### src/logic/msx_dev_pkg.sv
package msx_dev_pkg;

    // Device identity, indexes the dev_en vector
    typedef enum logic [1:0] {
        PSG,
        SCC,
        RAM_MAP,
        ZEMINA
    } dev_id_t;

    localparam int DEV_COUNT = 4;

    // Fixed I/O port map
    localparam logic [7:0] PSG_ADDR_PORT = 8'hA0;
    localparam logic [7:0] PSG_DATA_PORT = 8'hA1;
    localparam logic [7:0] MAP_PORT_BASE = 8'hFC;       // FC..FF, one port per page
    localparam logic [7:0] ZEMINA_PORT   = 8'h77;

    // PSG register numbers and limits
    localparam logic [3:0] PSG_REG_FINE   = 4'd0;       // Period low byte
    localparam logic [3:0] PSG_REG_COARSE = 4'd1;       // Period high nibble
    localparam logic [3:0] PSG_REG_VOL    = 4'd8;
    localparam int         PSG_PERIOD_W   = 12;
    localparam int         PSG_MAX_LEVEL  = 3840;       // 15 * 256

    // SCC memory window
    localparam logic [15:0] SCC_BASE     = 16'h9800;
    localparam logic [15:0] SCC_WAVE_END = 16'h987F;
    localparam logic [15:0] SCC_REG_END  = 16'h988F;

    typedef enum logic [2:0] {
        WAVE,
        FREQ,
        VOL,
        CH_EN,
        NONE
    } scc_region_t;

    localparam int SCC_CHANNELS = 4;
    localparam int WAVE_LEN     = 32;
    localparam int CH_W         = $clog2(SCC_CHANNELS);
    localparam int WAVE_IDX_W   = $clog2(WAVE_LEN);

    // Zemina bank window
    localparam logic [15:0] ZEMINA_WIN_LO = 16'h4000;
    localparam logic [15:0] ZEMINA_WIN_HI = 16'hBFFF;

    localparam logic [7:0] IDLE_DATA = 8'hFF;           // Idle bus value, ANDed at top
    localparam int         SOUND_W   = 16;

endpackage
### src/logic/devices.sv
module devices import msx_dev_pkg::*; (
    input  logic                      clk,
    input  logic                      rst_n,
    input  logic               [15:0] addr,
    input  logic                [7:0] wdata,
    input  logic                      req,
    input  logic                      wr,
    input  logic                      iorq,
    input  logic                      mreq,
    input  logic      [DEV_COUNT-1:0] dev_en,
    output logic signed [SOUND_W-1:0] sound,            // Mixed audio
    output logic                [7:0] data,             // Read bus, idle is FF
    output logic                      output_rq,        // Some device answers
    output logic                [7:0] data_to_mapper    // Segment for memory slot
);

    logic signed [SOUND_W-1:0] psg_level;
    logic signed [SOUND_W-1:0] scc_level;
    logic                [7:0] scc_data;
    logic                      scc_output_rq;
    logic                [7:0] msx2_ram_data;
    logic                      msx2_ram_output_rq;
    logic                [7:0] msx2_ram_data_to_mapper;
    logic                [7:0] zemina_data_to_mapper;

    // Idle devices drive FF so AND merges readers
    assign sound          = psg_level + scc_level;
    assign data           = scc_data & msx2_ram_data;
    assign output_rq      = scc_output_rq | msx2_ram_output_rq;
    assign data_to_mapper = msx2_ram_data_to_mapper & zemina_data_to_mapper;

    psg_tone psg (
        .clk(clk), .rst_n(rst_n), .addr(addr), .wdata(wdata),
        .req(req), .wr(wr), .iorq(iorq), .dev_en(dev_en),
        .sound(psg_level)
    );

    scc_sound scc (
        .clk(clk), .rst_n(rst_n), .addr(addr), .wdata(wdata),
        .req(req), .wr(wr), .mreq(mreq), .dev_en(dev_en),
        .sound(scc_level),
        .data(scc_data),
        .output_rq(scc_output_rq)
    );

    msx2_ram_mapper msx2_ram (
        .clk(clk), .rst_n(rst_n), .addr(addr), .wdata(wdata),
        .req(req), .wr(wr), .iorq(iorq), .mreq(mreq), .dev_en(dev_en),
        .data(msx2_ram_data),
        .output_rq(msx2_ram_output_rq),
        .data_to_mapper(msx2_ram_data_to_mapper)
    );

    zemina_mapper zemina (
        .clk(clk), .rst_n(rst_n), .addr(addr), .wdata(wdata),
        .req(req), .wr(wr), .iorq(iorq), .mreq(mreq), .dev_en(dev_en),
        .data_to_mapper(zemina_data_to_mapper)
    );

endmodule

### src/logic/zemina_mapper.sv
module zemina_mapper import msx_dev_pkg::*; (
    input  logic                 clk,
    input  logic                 rst_n,
    input  logic          [15:0] addr,
    input  logic           [7:0] wdata,
    input  logic                 req,
    input  logic                 wr,
    input  logic                 iorq,
    input  logic                 mreq,
    input  logic [DEV_COUNT-1:0] dev_en,
    output logic           [7:0] data_to_mapper
);

    logic [7:0] bank;
    logic       bank_wr;
    logic       in_window;

    assign bank_wr   = req && wr && iorq && dev_en[ZEMINA] && (addr[7:0] == ZEMINA_PORT);
    assign in_window = (addr >= ZEMINA_WIN_LO) && (addr <= ZEMINA_WIN_HI);

    // Write-only, no readback path
    always_ff @(posedge clk or negedge rst_n) begin
        if (!rst_n) begin
            bank <= '0;
        end else if (bank_wr) begin
            bank <= wdata;
        end
    end

    always_comb begin
        if (mreq && dev_en[ZEMINA] && in_window) begin
            data_to_mapper = bank;      // Pages 1 and 2 only
        end else begin
            data_to_mapper = IDLE_DATA;
        end
    end

endmodule

### src/logic/msx2_ram_mapper.sv
module msx2_ram_mapper import msx_dev_pkg::*; (
    input  logic                 clk,
    input  logic                 rst_n,
    input  logic          [15:0] addr,
    input  logic           [7:0] wdata,
    input  logic                 req,
    input  logic                 wr,
    input  logic                 iorq,
    input  logic                 mreq,
    input  logic [DEV_COUNT-1:0] dev_en,
    output logic           [7:0] data,
    output logic                 output_rq,
    output logic           [7:0] data_to_mapper
);

    logic [7:0] page [4];               // One segment per 16K page
    logic       port_hit;
    logic       io_wr;
    logic       io_rd;

    assign port_hit = iorq && dev_en[RAM_MAP] && (addr[7:2] == MAP_PORT_BASE[7:2]);
    assign io_wr    = req && wr && port_hit;
    assign io_rd    = req && !wr && port_hit;

    always_ff @(posedge clk or negedge rst_n) begin
        if (!rst_n) begin
            for (int i = 0; i < 4; i++) begin
                page[i] <= '0;
            end
        end else if (io_wr) begin
            page[addr[1:0]] <= wdata;   // FC is page 0
        end
    end

    // Port readback, one cycle after the request
    always_ff @(posedge clk or negedge rst_n) begin
        if (!rst_n) begin
            data      <= IDLE_DATA;
            output_rq <= 1'b0;
        end else begin
            data      <= io_rd ? page[addr[1:0]] : IDLE_DATA;
            output_rq <= io_rd;
        end
    end

    // Segment lookup for the memory slot
    always_comb begin
        if (mreq && dev_en[RAM_MAP]) begin
            data_to_mapper = page[addr[15:14]];
        end else begin
            data_to_mapper = IDLE_DATA;
        end
    end

    a_map_idle_no_mreq: assert property (
        @(posedge clk) disable iff (!rst_n)
        !mreq |-> (data_to_mapper == IDLE_DATA)
    );

endmodule

### src/logic/scc_sound.sv
module scc_sound import msx_dev_pkg::*; (
    input  logic                      clk,
    input  logic                      rst_n,
    input  logic               [15:0] addr,
    input  logic                [7:0] wdata,
    input  logic                      req,
    input  logic                      wr,
    input  logic                      mreq,
    input  logic      [DEV_COUNT-1:0] dev_en,
    output logic signed [SOUND_W-1:0] sound,
    output logic                [7:0] data,
    output logic                      output_rq
);

    localparam int PROD_W = 13;             // 8-bit sample times 5-bit signed volume

    scc_region_t region;
    logic        mem_acc;
    logic        mem_wr;
    logic        rd_wave;
    logic [CH_W-1:0] vol_ch;

    logic [7:0]  wave_ram [SCC_CHANNELS*WAVE_LEN];
    logic [11:0] freq     [SCC_CHANNELS];
    logic [3:0]  vol      [SCC_CHANNELS];
    logic [SCC_CHANNELS-1:0] ch_en;

    logic [11:0]           div_cnt  [SCC_CHANNELS];
    logic [WAVE_IDX_W-1:0] wave_idx [SCC_CHANNELS];

    logic [CH_W-1:0]            mix_ch;
    logic signed [7:0]          sample;
    logic signed [PROD_W-1:0]   prod;
    logic signed [SOUND_W-1:0]  term;
    logic signed [SOUND_W-1:0]  acc;

    // Address window decode
    always_comb begin
        region = NONE;
        if (addr >= SCC_BASE && addr <= SCC_WAVE_END) begin
            region = WAVE;
        end else if (addr > SCC_WAVE_END && addr <= SCC_REG_END) begin
            case (addr[3:0]) inside
                [4'h0:4'h7]: region = FREQ;
                [4'hA:4'hD]: region = VOL;
                4'hF:        region = CH_EN;
                default:     region = NONE;     // 9888, 9889, 988E unused
            endcase
        end
    end

    assign mem_acc = req && mreq && dev_en[SCC];
    assign mem_wr  = mem_acc && wr;
    assign rd_wave = mem_acc && !wr && (region == WAVE);
    assign vol_ch  = addr[1:0] + 2'd2;      // 988A is channel 0

    always_ff @(posedge clk) begin
        if (mem_wr && region == WAVE) begin
            wave_ram[addr[6:0]] <= wdata;
        end
    end

    always_ff @(posedge clk or negedge rst_n) begin
        if (!rst_n) begin
            for (int i = 0; i < SCC_CHANNELS; i++) begin
                freq[i] <= '0;
                vol[i]  <= '0;
            end
            ch_en <= '0;
        end else if (mem_wr) begin
            case (region)
                FREQ: begin
                    if (addr[0]) freq[addr[2:1]][11:8] <= wdata[3:0];
                    else         freq[addr[2:1]][7:0]  <= wdata;
                end
                VOL:     vol[vol_ch] <= wdata[3:0];
                CH_EN:   ch_en       <= wdata[SCC_CHANNELS-1:0];
                default: ;
            endcase
        end
    end

    // Only the wave table reads back
    always_ff @(posedge clk or negedge rst_n) begin
        if (!rst_n) begin
            data      <= IDLE_DATA;
            output_rq <= 1'b0;
        end else begin
            data      <= rd_wave ? wave_ram[addr[6:0]] : IDLE_DATA;
            output_rq <= rd_wave;
        end
    end

    // Per-channel frequency dividers step the wave pointer
    always_ff @(posedge clk or negedge rst_n) begin
        if (!rst_n) begin
            for (int i = 0; i < SCC_CHANNELS; i++) begin
                div_cnt[i]  <= '0;
                wave_idx[i] <= '0;
            end
        end else begin
            for (int i = 0; i < SCC_CHANNELS; i++) begin
                if (div_cnt[i] >= freq[i]) begin
                    div_cnt[i]  <= '0;
                    wave_idx[i] <= wave_idx[i] + 1'b1;
                end else begin
                    div_cnt[i] <= div_cnt[i] + 1'b1;
                end
            end
        end
    end

    // One channel per cycle through a shared multiplier
    always_comb begin
        sample = wave_ram[{mix_ch, wave_idx[mix_ch]}];
        prod   = sample * $signed({1'b0, vol[mix_ch]});
        term   = ch_en[mix_ch] ? {{(SOUND_W-PROD_W){prod[PROD_W-1]}}, prod} : '0;
    end

    always_ff @(posedge clk or negedge rst_n) begin
        if (!rst_n) begin
            mix_ch <= '0;
            acc    <= '0;
            sound  <= '0;
        end else begin
            mix_ch <= mix_ch + 1'b1;
            if (mix_ch == CH_W'(SCC_CHANNELS-1)) begin
                sound <= acc + term;            // Full round done
                acc   <= '0;
            end else begin
                acc <= acc + term;
            end
        end
    end

    // Wave window 9800..987F has fixed address bits 15..7
    a_scc_rq_after_read: assert property (
        @(posedge clk) disable iff (!rst_n)
        output_rq |-> $past(req && mreq && !wr && dev_en[SCC]
                            && addr[15:7] == SCC_BASE[15:7])
    );

endmodule

### src/logic/psg_tone.sv
module psg_tone import msx_dev_pkg::*; (
    input  logic                      clk,
    input  logic                      rst_n,
    input  logic               [15:0] addr,
    input  logic                [7:0] wdata,
    input  logic                      req,
    input  logic                      wr,
    input  logic                      iorq,
    input  logic      [DEV_COUNT-1:0] dev_en,
    output logic signed [SOUND_W-1:0] sound
);

    logic                    io_wr;
    logic              [3:0] reg_idx;       // Latched register number
    logic [PSG_PERIOD_W-1:0] period;
    logic              [3:0] volume;
    logic [PSG_PERIOD_W-1:0] period_cnt;
    logic                    phase;         // Square wave polarity
    logic signed [SOUND_W-1:0] level;

    assign io_wr = req && wr && iorq && dev_en[PSG];

    // Register file access through the address/data port pair
    always_ff @(posedge clk or negedge rst_n) begin
        if (!rst_n) begin
            reg_idx <= '0;
            period  <= '0;
            volume  <= '0;
        end else if (io_wr) begin
            if (addr[7:0] == PSG_ADDR_PORT) begin
                reg_idx <= wdata[3:0];
            end else if (addr[7:0] == PSG_DATA_PORT) begin
                case (reg_idx)
                    PSG_REG_FINE:   period[7:0]  <= wdata;
                    PSG_REG_COARSE: period[11:8] <= wdata[3:0];
                    PSG_REG_VOL:    volume       <= wdata[3:0];
                    default: ;                  // Other registers not implemented
                endcase
            end
        end
    end

    // Tone divider
    always_ff @(posedge clk or negedge rst_n) begin
        if (!rst_n) begin
            period_cnt <= '0;
            phase      <= 1'b0;
        end else if (period_cnt >= period) begin
            period_cnt <= '0;
            phase      <= ~phase;
        end else begin
            period_cnt <= period_cnt + 1'b1;
        end
    end

    // Volume scaled to the upper byte, zero volume gives silence
    assign level = {4'b0000, volume, 8'h00};

    always_ff @(posedge clk or negedge rst_n) begin
        if (!rst_n) begin
            sound <= '0;
        end else begin
            sound <= phase ? level : -level;
        end
    end

    // Top-level sum relies on this bound to avoid overflow
    a_psg_range: assert property (
        @(posedge clk) disable iff (!rst_n)
        (sound <= PSG_MAX_LEVEL) && (sound >= -PSG_MAX_LEVEL)
    );

endmodule

### config.mk
export PLATFORM = sky130hd
export DESIGN_NAME = devices
export DESIGN_NICKNAME = d
export VERILOG_FILES = /design/src/logic/msx_dev_pkg.sv /design/src/logic/devices.sv /design/src/logic/zemina_mapper.sv /design/src/logic/msx2_ram_mapper.sv /design/src/logic/scc_sound.sv /design/src/logic/psg_tone.sv
export SDC_FILE = /design/constraint.sdc
export NUM_CORES = 2
export LEC_CHECK = 0
export ABC_CLOCK_PERIOD_IN_PS = 9950
export BUFFER_PORTS_ARGS = -buffer_cell sky130_fd_sc_hd__buf_2
export CAP_MARGIN = 15
export CORE_ASPECT_RATIO = 1.2
export CORE_MARGIN = 2
export CORE_UTILIZATION = 64
export DETAILED_ROUTE_END_ITERATION = 10
export HOLD_SLACK_MARGIN = 0.08
export PLACE_DENSITY_LB_ADDON = 0.2
export SYNTH_ARGS = -nofsm -noshare
export SYNTH_HDL_FRONTEND = slang
export SYNTH_SLANG_ARGS = --single-unit
### constraint.sdc
create_clock -name clk -period 9.95 [get_ports clk]
set_input_delay 1.99 -clock clk [delete_from_list [all_inputs] [get_ports clk]]
set_output_delay 1.99 -clock clk [all_outputs]
set_load 0.01 [all_outputs]
# == Word level (Yosys, flattened, before mapping) ==
# Memories as Yosys holds them, arrays and structs flattened.
# Index checks and enable logic that the tools add are counted.
# W data, S select, Z words.
# word_totals
reg_bits,277
latch_bits,0
mem_bits_rw,1024
rom_bits,0
inputBits,34
output_inout_bits,33
n_memories,1
# classes
add_sub_neg,14
multipliers,1
div,0
magnitude_cmp,24
eq_ne,11
n_shift,0
muxes,46
n_bitwise,10
reduce_logical,37
# mem_list
memory,words,width,rd,rd_clocked_by_memory_dff,write_ports,line_no,rtl
scc.wave_ram,128,8,2,0,1,scc_sound.sv:23,logic [7:0] wave_ram [SCC_CHANNELS*WAVE_LEN];
# op_table
operator,count
$bwmux W48,2
$mux W8,10
$mux W12,6
$add A12 B1 Y12 const B,5
$ge A12 B12 Y1,5
$demux W12 S2,2
$le A16 B16 Y1 const B,3
$mux W16,3
$mux W48,1
$add A16 B16 Y16,2
$bmux W8 S2,2
$bwmux W32,1
$logic_and A1 B1 Y1,27
$add A5 B1 Y5 const B,4
$and A8 B8 Y8,2
$bwmux W16,1
$demux W8 S2,1
$eq A8 B8 Y1 const B,2
$ge A16 B15 Y1 const B,1
$ge A16 B16 Y1 const B,1
$gt A16 B16 Y1 const B,1
$neg A12 Y16,1
$ge A3 B3 Y1 const B,5
$mux W3,5
31 further kinds,50

# == Logic depth before layout (Yosys ltp) ==
# depth
word_depth,10
mapped_depth,36

# == Hierarchy ==
# Synthesis repeated with hierarchy kept, for this count alone.
# unflattened
hier_cells,3670
hier_area_um2,63651.0
# modules_own_cells
mod,instances,cells_each,area_per_inst_um2,seq_area_each_um2
scc_sound,1,3220,58368.5,35238.8
msx2_ram_mapper,1,122,2038.2,1036.0
psg_tone,1,181,2008.2,1001.0
devices,1,115,830.8,0.0
zemina_mapper,1,32,405.4,200.2

# == Least setup slack after synthesis ==
# OpenSTA, ideal clock, no wires.
# synth_timing
path_type,register to register
start,register scc.mix_ch[1]
end,register scc.sound[15]
setup_time_ns,0.091
arrival_time_ns,8.020
t_required_ns,9.859
setup_slack_ns,1.840
stages_incl_launch_ff,34
n_path_buf,6
path_cell_list,dfrtp_1 buf_6 mux4_2 buf_6 buf_6 buf_6 buf_4 buf_2 mux4_2 mux2i_1 a21oi_1 mux4_2 mux2i_1 nor2_1 ha_1 inv_1 fa_1 fa_1 inv_1 ha_1 nor2b_1 o21ai_0 a21boi_0 o21ai_0 a21oi_1 or3_1 a31o_2 mux2i_1 ha_1 a21o_1 a21o_1 a221oi_1 or3b_1 o2111ai_1
# synth_between
elab_chain_len,8
# synth_lines
element,line_no,rtl
"start, declared",scc_sound.sv:31,logic [CH_W-1:0] mix_ch;
"start signal, assigned",scc_sound.sv:126,mix_ch <= mix_ch + 1'b1;
$not A2 Y3 (implied by the code),"scc_sound.sv:115, scc_sound.sv:116",
$bmux W5 S2,scc_sound.sv:115,"sample = wave_ram[{mix_ch, wave_idx[mix_ch]}];"
$mux W5 (implied by the code) (2 in a row),scc_sound.sv:115,
$mem_v2 Z128 W8,--,
$mul A8 B5 Y13,scc_sound.sv:116,"prod = sample * $signed({1'b0, vol[mix_ch]});"
$mux W16,scc_sound.sv:117,"term = ch_en[mix_ch] ? {{(SOUND_W-PROD_W){prod[PROD_W-1]}}, prod} : '0;"
$add A16 B16 Y16,scc_sound.sv:128,sound <= acc + term;
"end signal, assigned",scc_sound.sv:128,
"end, declared",scc_sound.sv:10,"output logic signed [SOUND_W-1:0] sound,"
# Several ways; a longest one is shown, not always the timed one. The select of a mux whose other input is x is not followed.
# A chain may end at the register's enable or synchronous reset.

# == Worst setup path in the final report ==
# Same ends and word-level chain as after synthesis.

==> flow_metrics.env <==
export IMPL_outcome="finished, final reports clean"
export IMPL_synthCells=3801
export IMPL_htreeDepth=4
export IMPL_place_congestion=0.935
export IMPL_cts_reportedPaths_clkPinSlew_ps=50
export IMPL_dr_wl_met3_um=18000
export IMPL_ys_warn_count=0
export IMPL_clock_path_buffers=3
export IMPL_globalRouteOverflowTotal=0
export IMPL_synth_seq_cells=1292
export IMPL_fp_dieH_um=349
export IMPL_hold_viol=0
export IMPL_numCtsBuffers=130
export IMPL_num_rows=126
export IMPL_cts_sinks=1292
export IMPL_ys_flop_type="edfxtp_1"
export IMPL_slew_limit_headroom_pct=5.22
export IMPL_async_reset_ff_share_pct=20.7
export IMPL_tightest_slew_ps=1410
export IMPL_fmax_mhz=105
export IMPL_setup_ws_ps=408
export IMPL_area_delta_synth_final_pct=9.17
export IMPL_fin_skew_ps=29.4
export IMPL_grt_pass1_wl_um=249000
export IMPL_grt_max_degree=155
export IMPL_drt_iter0_markers=4767
export IMPL_place_hpwl_um=110000
export IMPL_fin_nets=4019
export IMPL_wl_met1_um=59300
export IMPL_ios=67
export IMPL_worstSetupPathType="flop to flop"
export IMPL_track_usage_pct=34.0
export IMPL_cts_tree="done"
export IMPL_path_max_fanout=53
export IMPL_synth_avg_cell_area_um2=16.7
export IMPL_antenna_found_initial=8
export IMPL_routed_wl_um=169000
export IMPL_drtPass1Iterations=7
export IMPL_ys_seq_area_share_pct=58.9
export IMPL_die_w_um=292
export IMPL_setup_tns_ps=0
export IMPL_cts_root_buf="clkbuf_16"
export IMPL_grt_pass1_vias=37541
export IMPL_rsz0062_at_grt="no"
export IMPL_drc=0
export IMPL_top_layer_used="met5"
export IMPL_via_per_inst=7.15
export IMPL_antenna_left=0
export IMPL_preCtsSetupSlack_ps=575
export IMPL_die_area_mm2=0.102
export IMPL_io_buffers=66
export IMPL_setup_viol=0
export IMPL_routedWlPerCell_um=32.3
export IMPL_hold_path_class="flop to flop"
export IMPL_slew_viol_final=0
export IMPL_ir_drop_mv=0.186
export IMPL_drive_gt1_share_pct=27.1
export IMPL_postCtsHoldBufs=0
export IMPL_start_util_pct=64.6
export IMPL_drv_cap=0
export IMPL_finalCriticalPeriod_ps=9540
export IMPL_routed_via_count=37383
export IMPL_synth_edff_count=1024
export IMPL_diodes=0
export IMPL_required_ps=10610
export IMPL_p_per_area_mw_per_mm2=162
export IMPL_critPathCaptureType="flop"
export IMPL_core_area_mm2=0.0985
export IMPL_synth_nets=3972
export IMPL_synth_distinct_cells=70
export IMPL_syn_area_mm2=0.0636
export IMPL_cp_arrival_ps=10200
export IMPL_dr_wl_met2_um=82300
export IMPL_clk_latency_ps=770
export IMPL_cp_start_kind="flop"
export IMPL_leakage_nw=23.9
export IMPL_min_period_over_period_pct=95.9
where the power goes:
part	total (mW)	leakage, nW	switching, mW	internal (mW)
registers	5.86	12.7	0.0122	5.84
logic	0.490	9.23	0.309	0.180
clock network	4.89	2.05	2.10	2.79
worst paths after layout:
check | start | end | slack, ps | depth (start not counted)
min | psg.volume[0] | psg.sound[8] | 440 | 0
min reg2reg | psg.volume[0] | psg.sound[8] | 440 | 0
max reg2reg | scc.mix_ch[1] | scc.sound[15] | 410 | 26
max in group asynchronous | rst_n | scc.acc[15] | 7190 | 2
min in group asynchronous | rst_n | scc.div_cnt[36] | 1250 | 1
max | scc.mix_ch[1] | scc.sound[15] | 410 | 26
critical path: stages (launching register included):
cell and delay (ps):
dfrtp_2 530, buf_4 420, mux4_4 1070, buf_4 320, nor3b_1 1040, a32oi_1 240, nand4_1 290, mux4_2 320
nor2b_1 250, inv_1 80, ha_1 330, fa_1 510, inv_1 50, fa_1 500, inv_1 40, ha_1 360
nor4_1 80, a2111oi_0 650, a31o_2 260, mux2i_1 70, buf_4 210, ha_1 340, a21o_1 170, a21o_1 170
a221oi_1 600, or3b_1 400, o2111ai_1 90
cell usage in the layout, fill, tap and decap left out, types with 112 or more instances in the layout:
cell type / count
nand2_1: 112
inv_1: 156
mux4_2: 582
clkbuf_16: 136
ha_1: 118
mux2i_1: 160
dfrtp_1: 251
nor2_1: 260
mux2_2: 124
edfxtp_1: 1024
cells in the mapped netlist, drive strengths merged (6+ instances only):
library cell	instances	area (µm²)
a211oi	76	576
a21o	35	263
a21oi	98	490
a22oi	11	82.6
a31oi	6	37.5
and2	14	87.6
and3	25	156
buf	118	741
clkbuf	119	452
dfrtp	252	6310
dfstp	16	420
edfxtp	1024	30700
fa	19	380
ha	118	1480
inv	156	586
mux2	125	1410
mux2i	162	1640
mux4	586	13200
nand2	112	420
nand2b	25	156
nand3	46	230
nand3b	7	52.6
nand4	34	213
nor2	260	976
nor2b	86	538
nor3	22	110
nor3b	6	50.1
o2111ai	6	52.6
o211ai	15	113
o21ai	55	275
o21bai	14	105
o22a	8	70.1
or2	7	43.8
or3	7	43.8
xnor2	41	359
xor2	53	464
what timing repair did:
item,in CTS,in global routing
buffers inserted,0,6
hold endpoints to repair,0,0
setup endpoints to repair,0,2
gates resized for setup,0,0
registers in the layout, summed over array words and instances (netlist names), 7 cells and up:
name            flops
scc.wave_idx       20
msx2_ram.data       8
psg.sound           7
scc.vol            16
scc.data            8
scc.div_cnt        48
zemina.bank         8
scc.sound          16
psg.period         12
scc.freq           48
msx2_ram.page      32
scc.wave_ram     1024
psg.period_cnt     12
scc.acc            16
cell type report:
cell class                 instances  area (µm²)
multi-input combinational       2115       24400
inverter                         157         589
clock buffer                     178        3640
fill                            6158       29000
timing repair buffer             152        1200
clock inverter                    58         574
tap                             1280        1600
sequential                      1292       37500
metal layers:
layer / vias up / track usage [%]
met3: 476 / 8.67
met4: 14 / 17.2
met2: 2299 / 54.5
met5: - / 0
li1: 15247 / -
met1: 19347 / 43.6
kinds of logic (layout without fill, tap and decap cells):
logic type,count (synthesis),count (layout),share of synthesized area (%)
XOR/XNOR,94,94,1.29
AND/OR/NAND/NOR,659,659,4.94
buffers and inverters,394,545,2.80
multiplexers,873,873,25.5
flip-flops,1292,1292,58.9
adder cells (fa/ha/maj),137,137,2.92
AO/OA/AOI/OAI,352,352,3.65
metrics by stage:
step / cells / area, µm² / hold slack (ps) / power, mW / utilization [%]
final: 5232 / 69500 / 438 / 11.2 / 70.5
after global routing: 5232 / 69500 / 473 / 11.5 / 70.5
after CTS: 5225 / 69400 / 444 / 11.3 / 70.5
after detailed placement: 4989 / 65200 / 430 / 6.45 / 66.2
after global placement: 4989 / 65200 / 424 / 6.45 / 66.2
after floorplan: 3801 / 63600 / 390 / 6.23 / -
No activity file was read; power rests on OpenSTA's default activity.
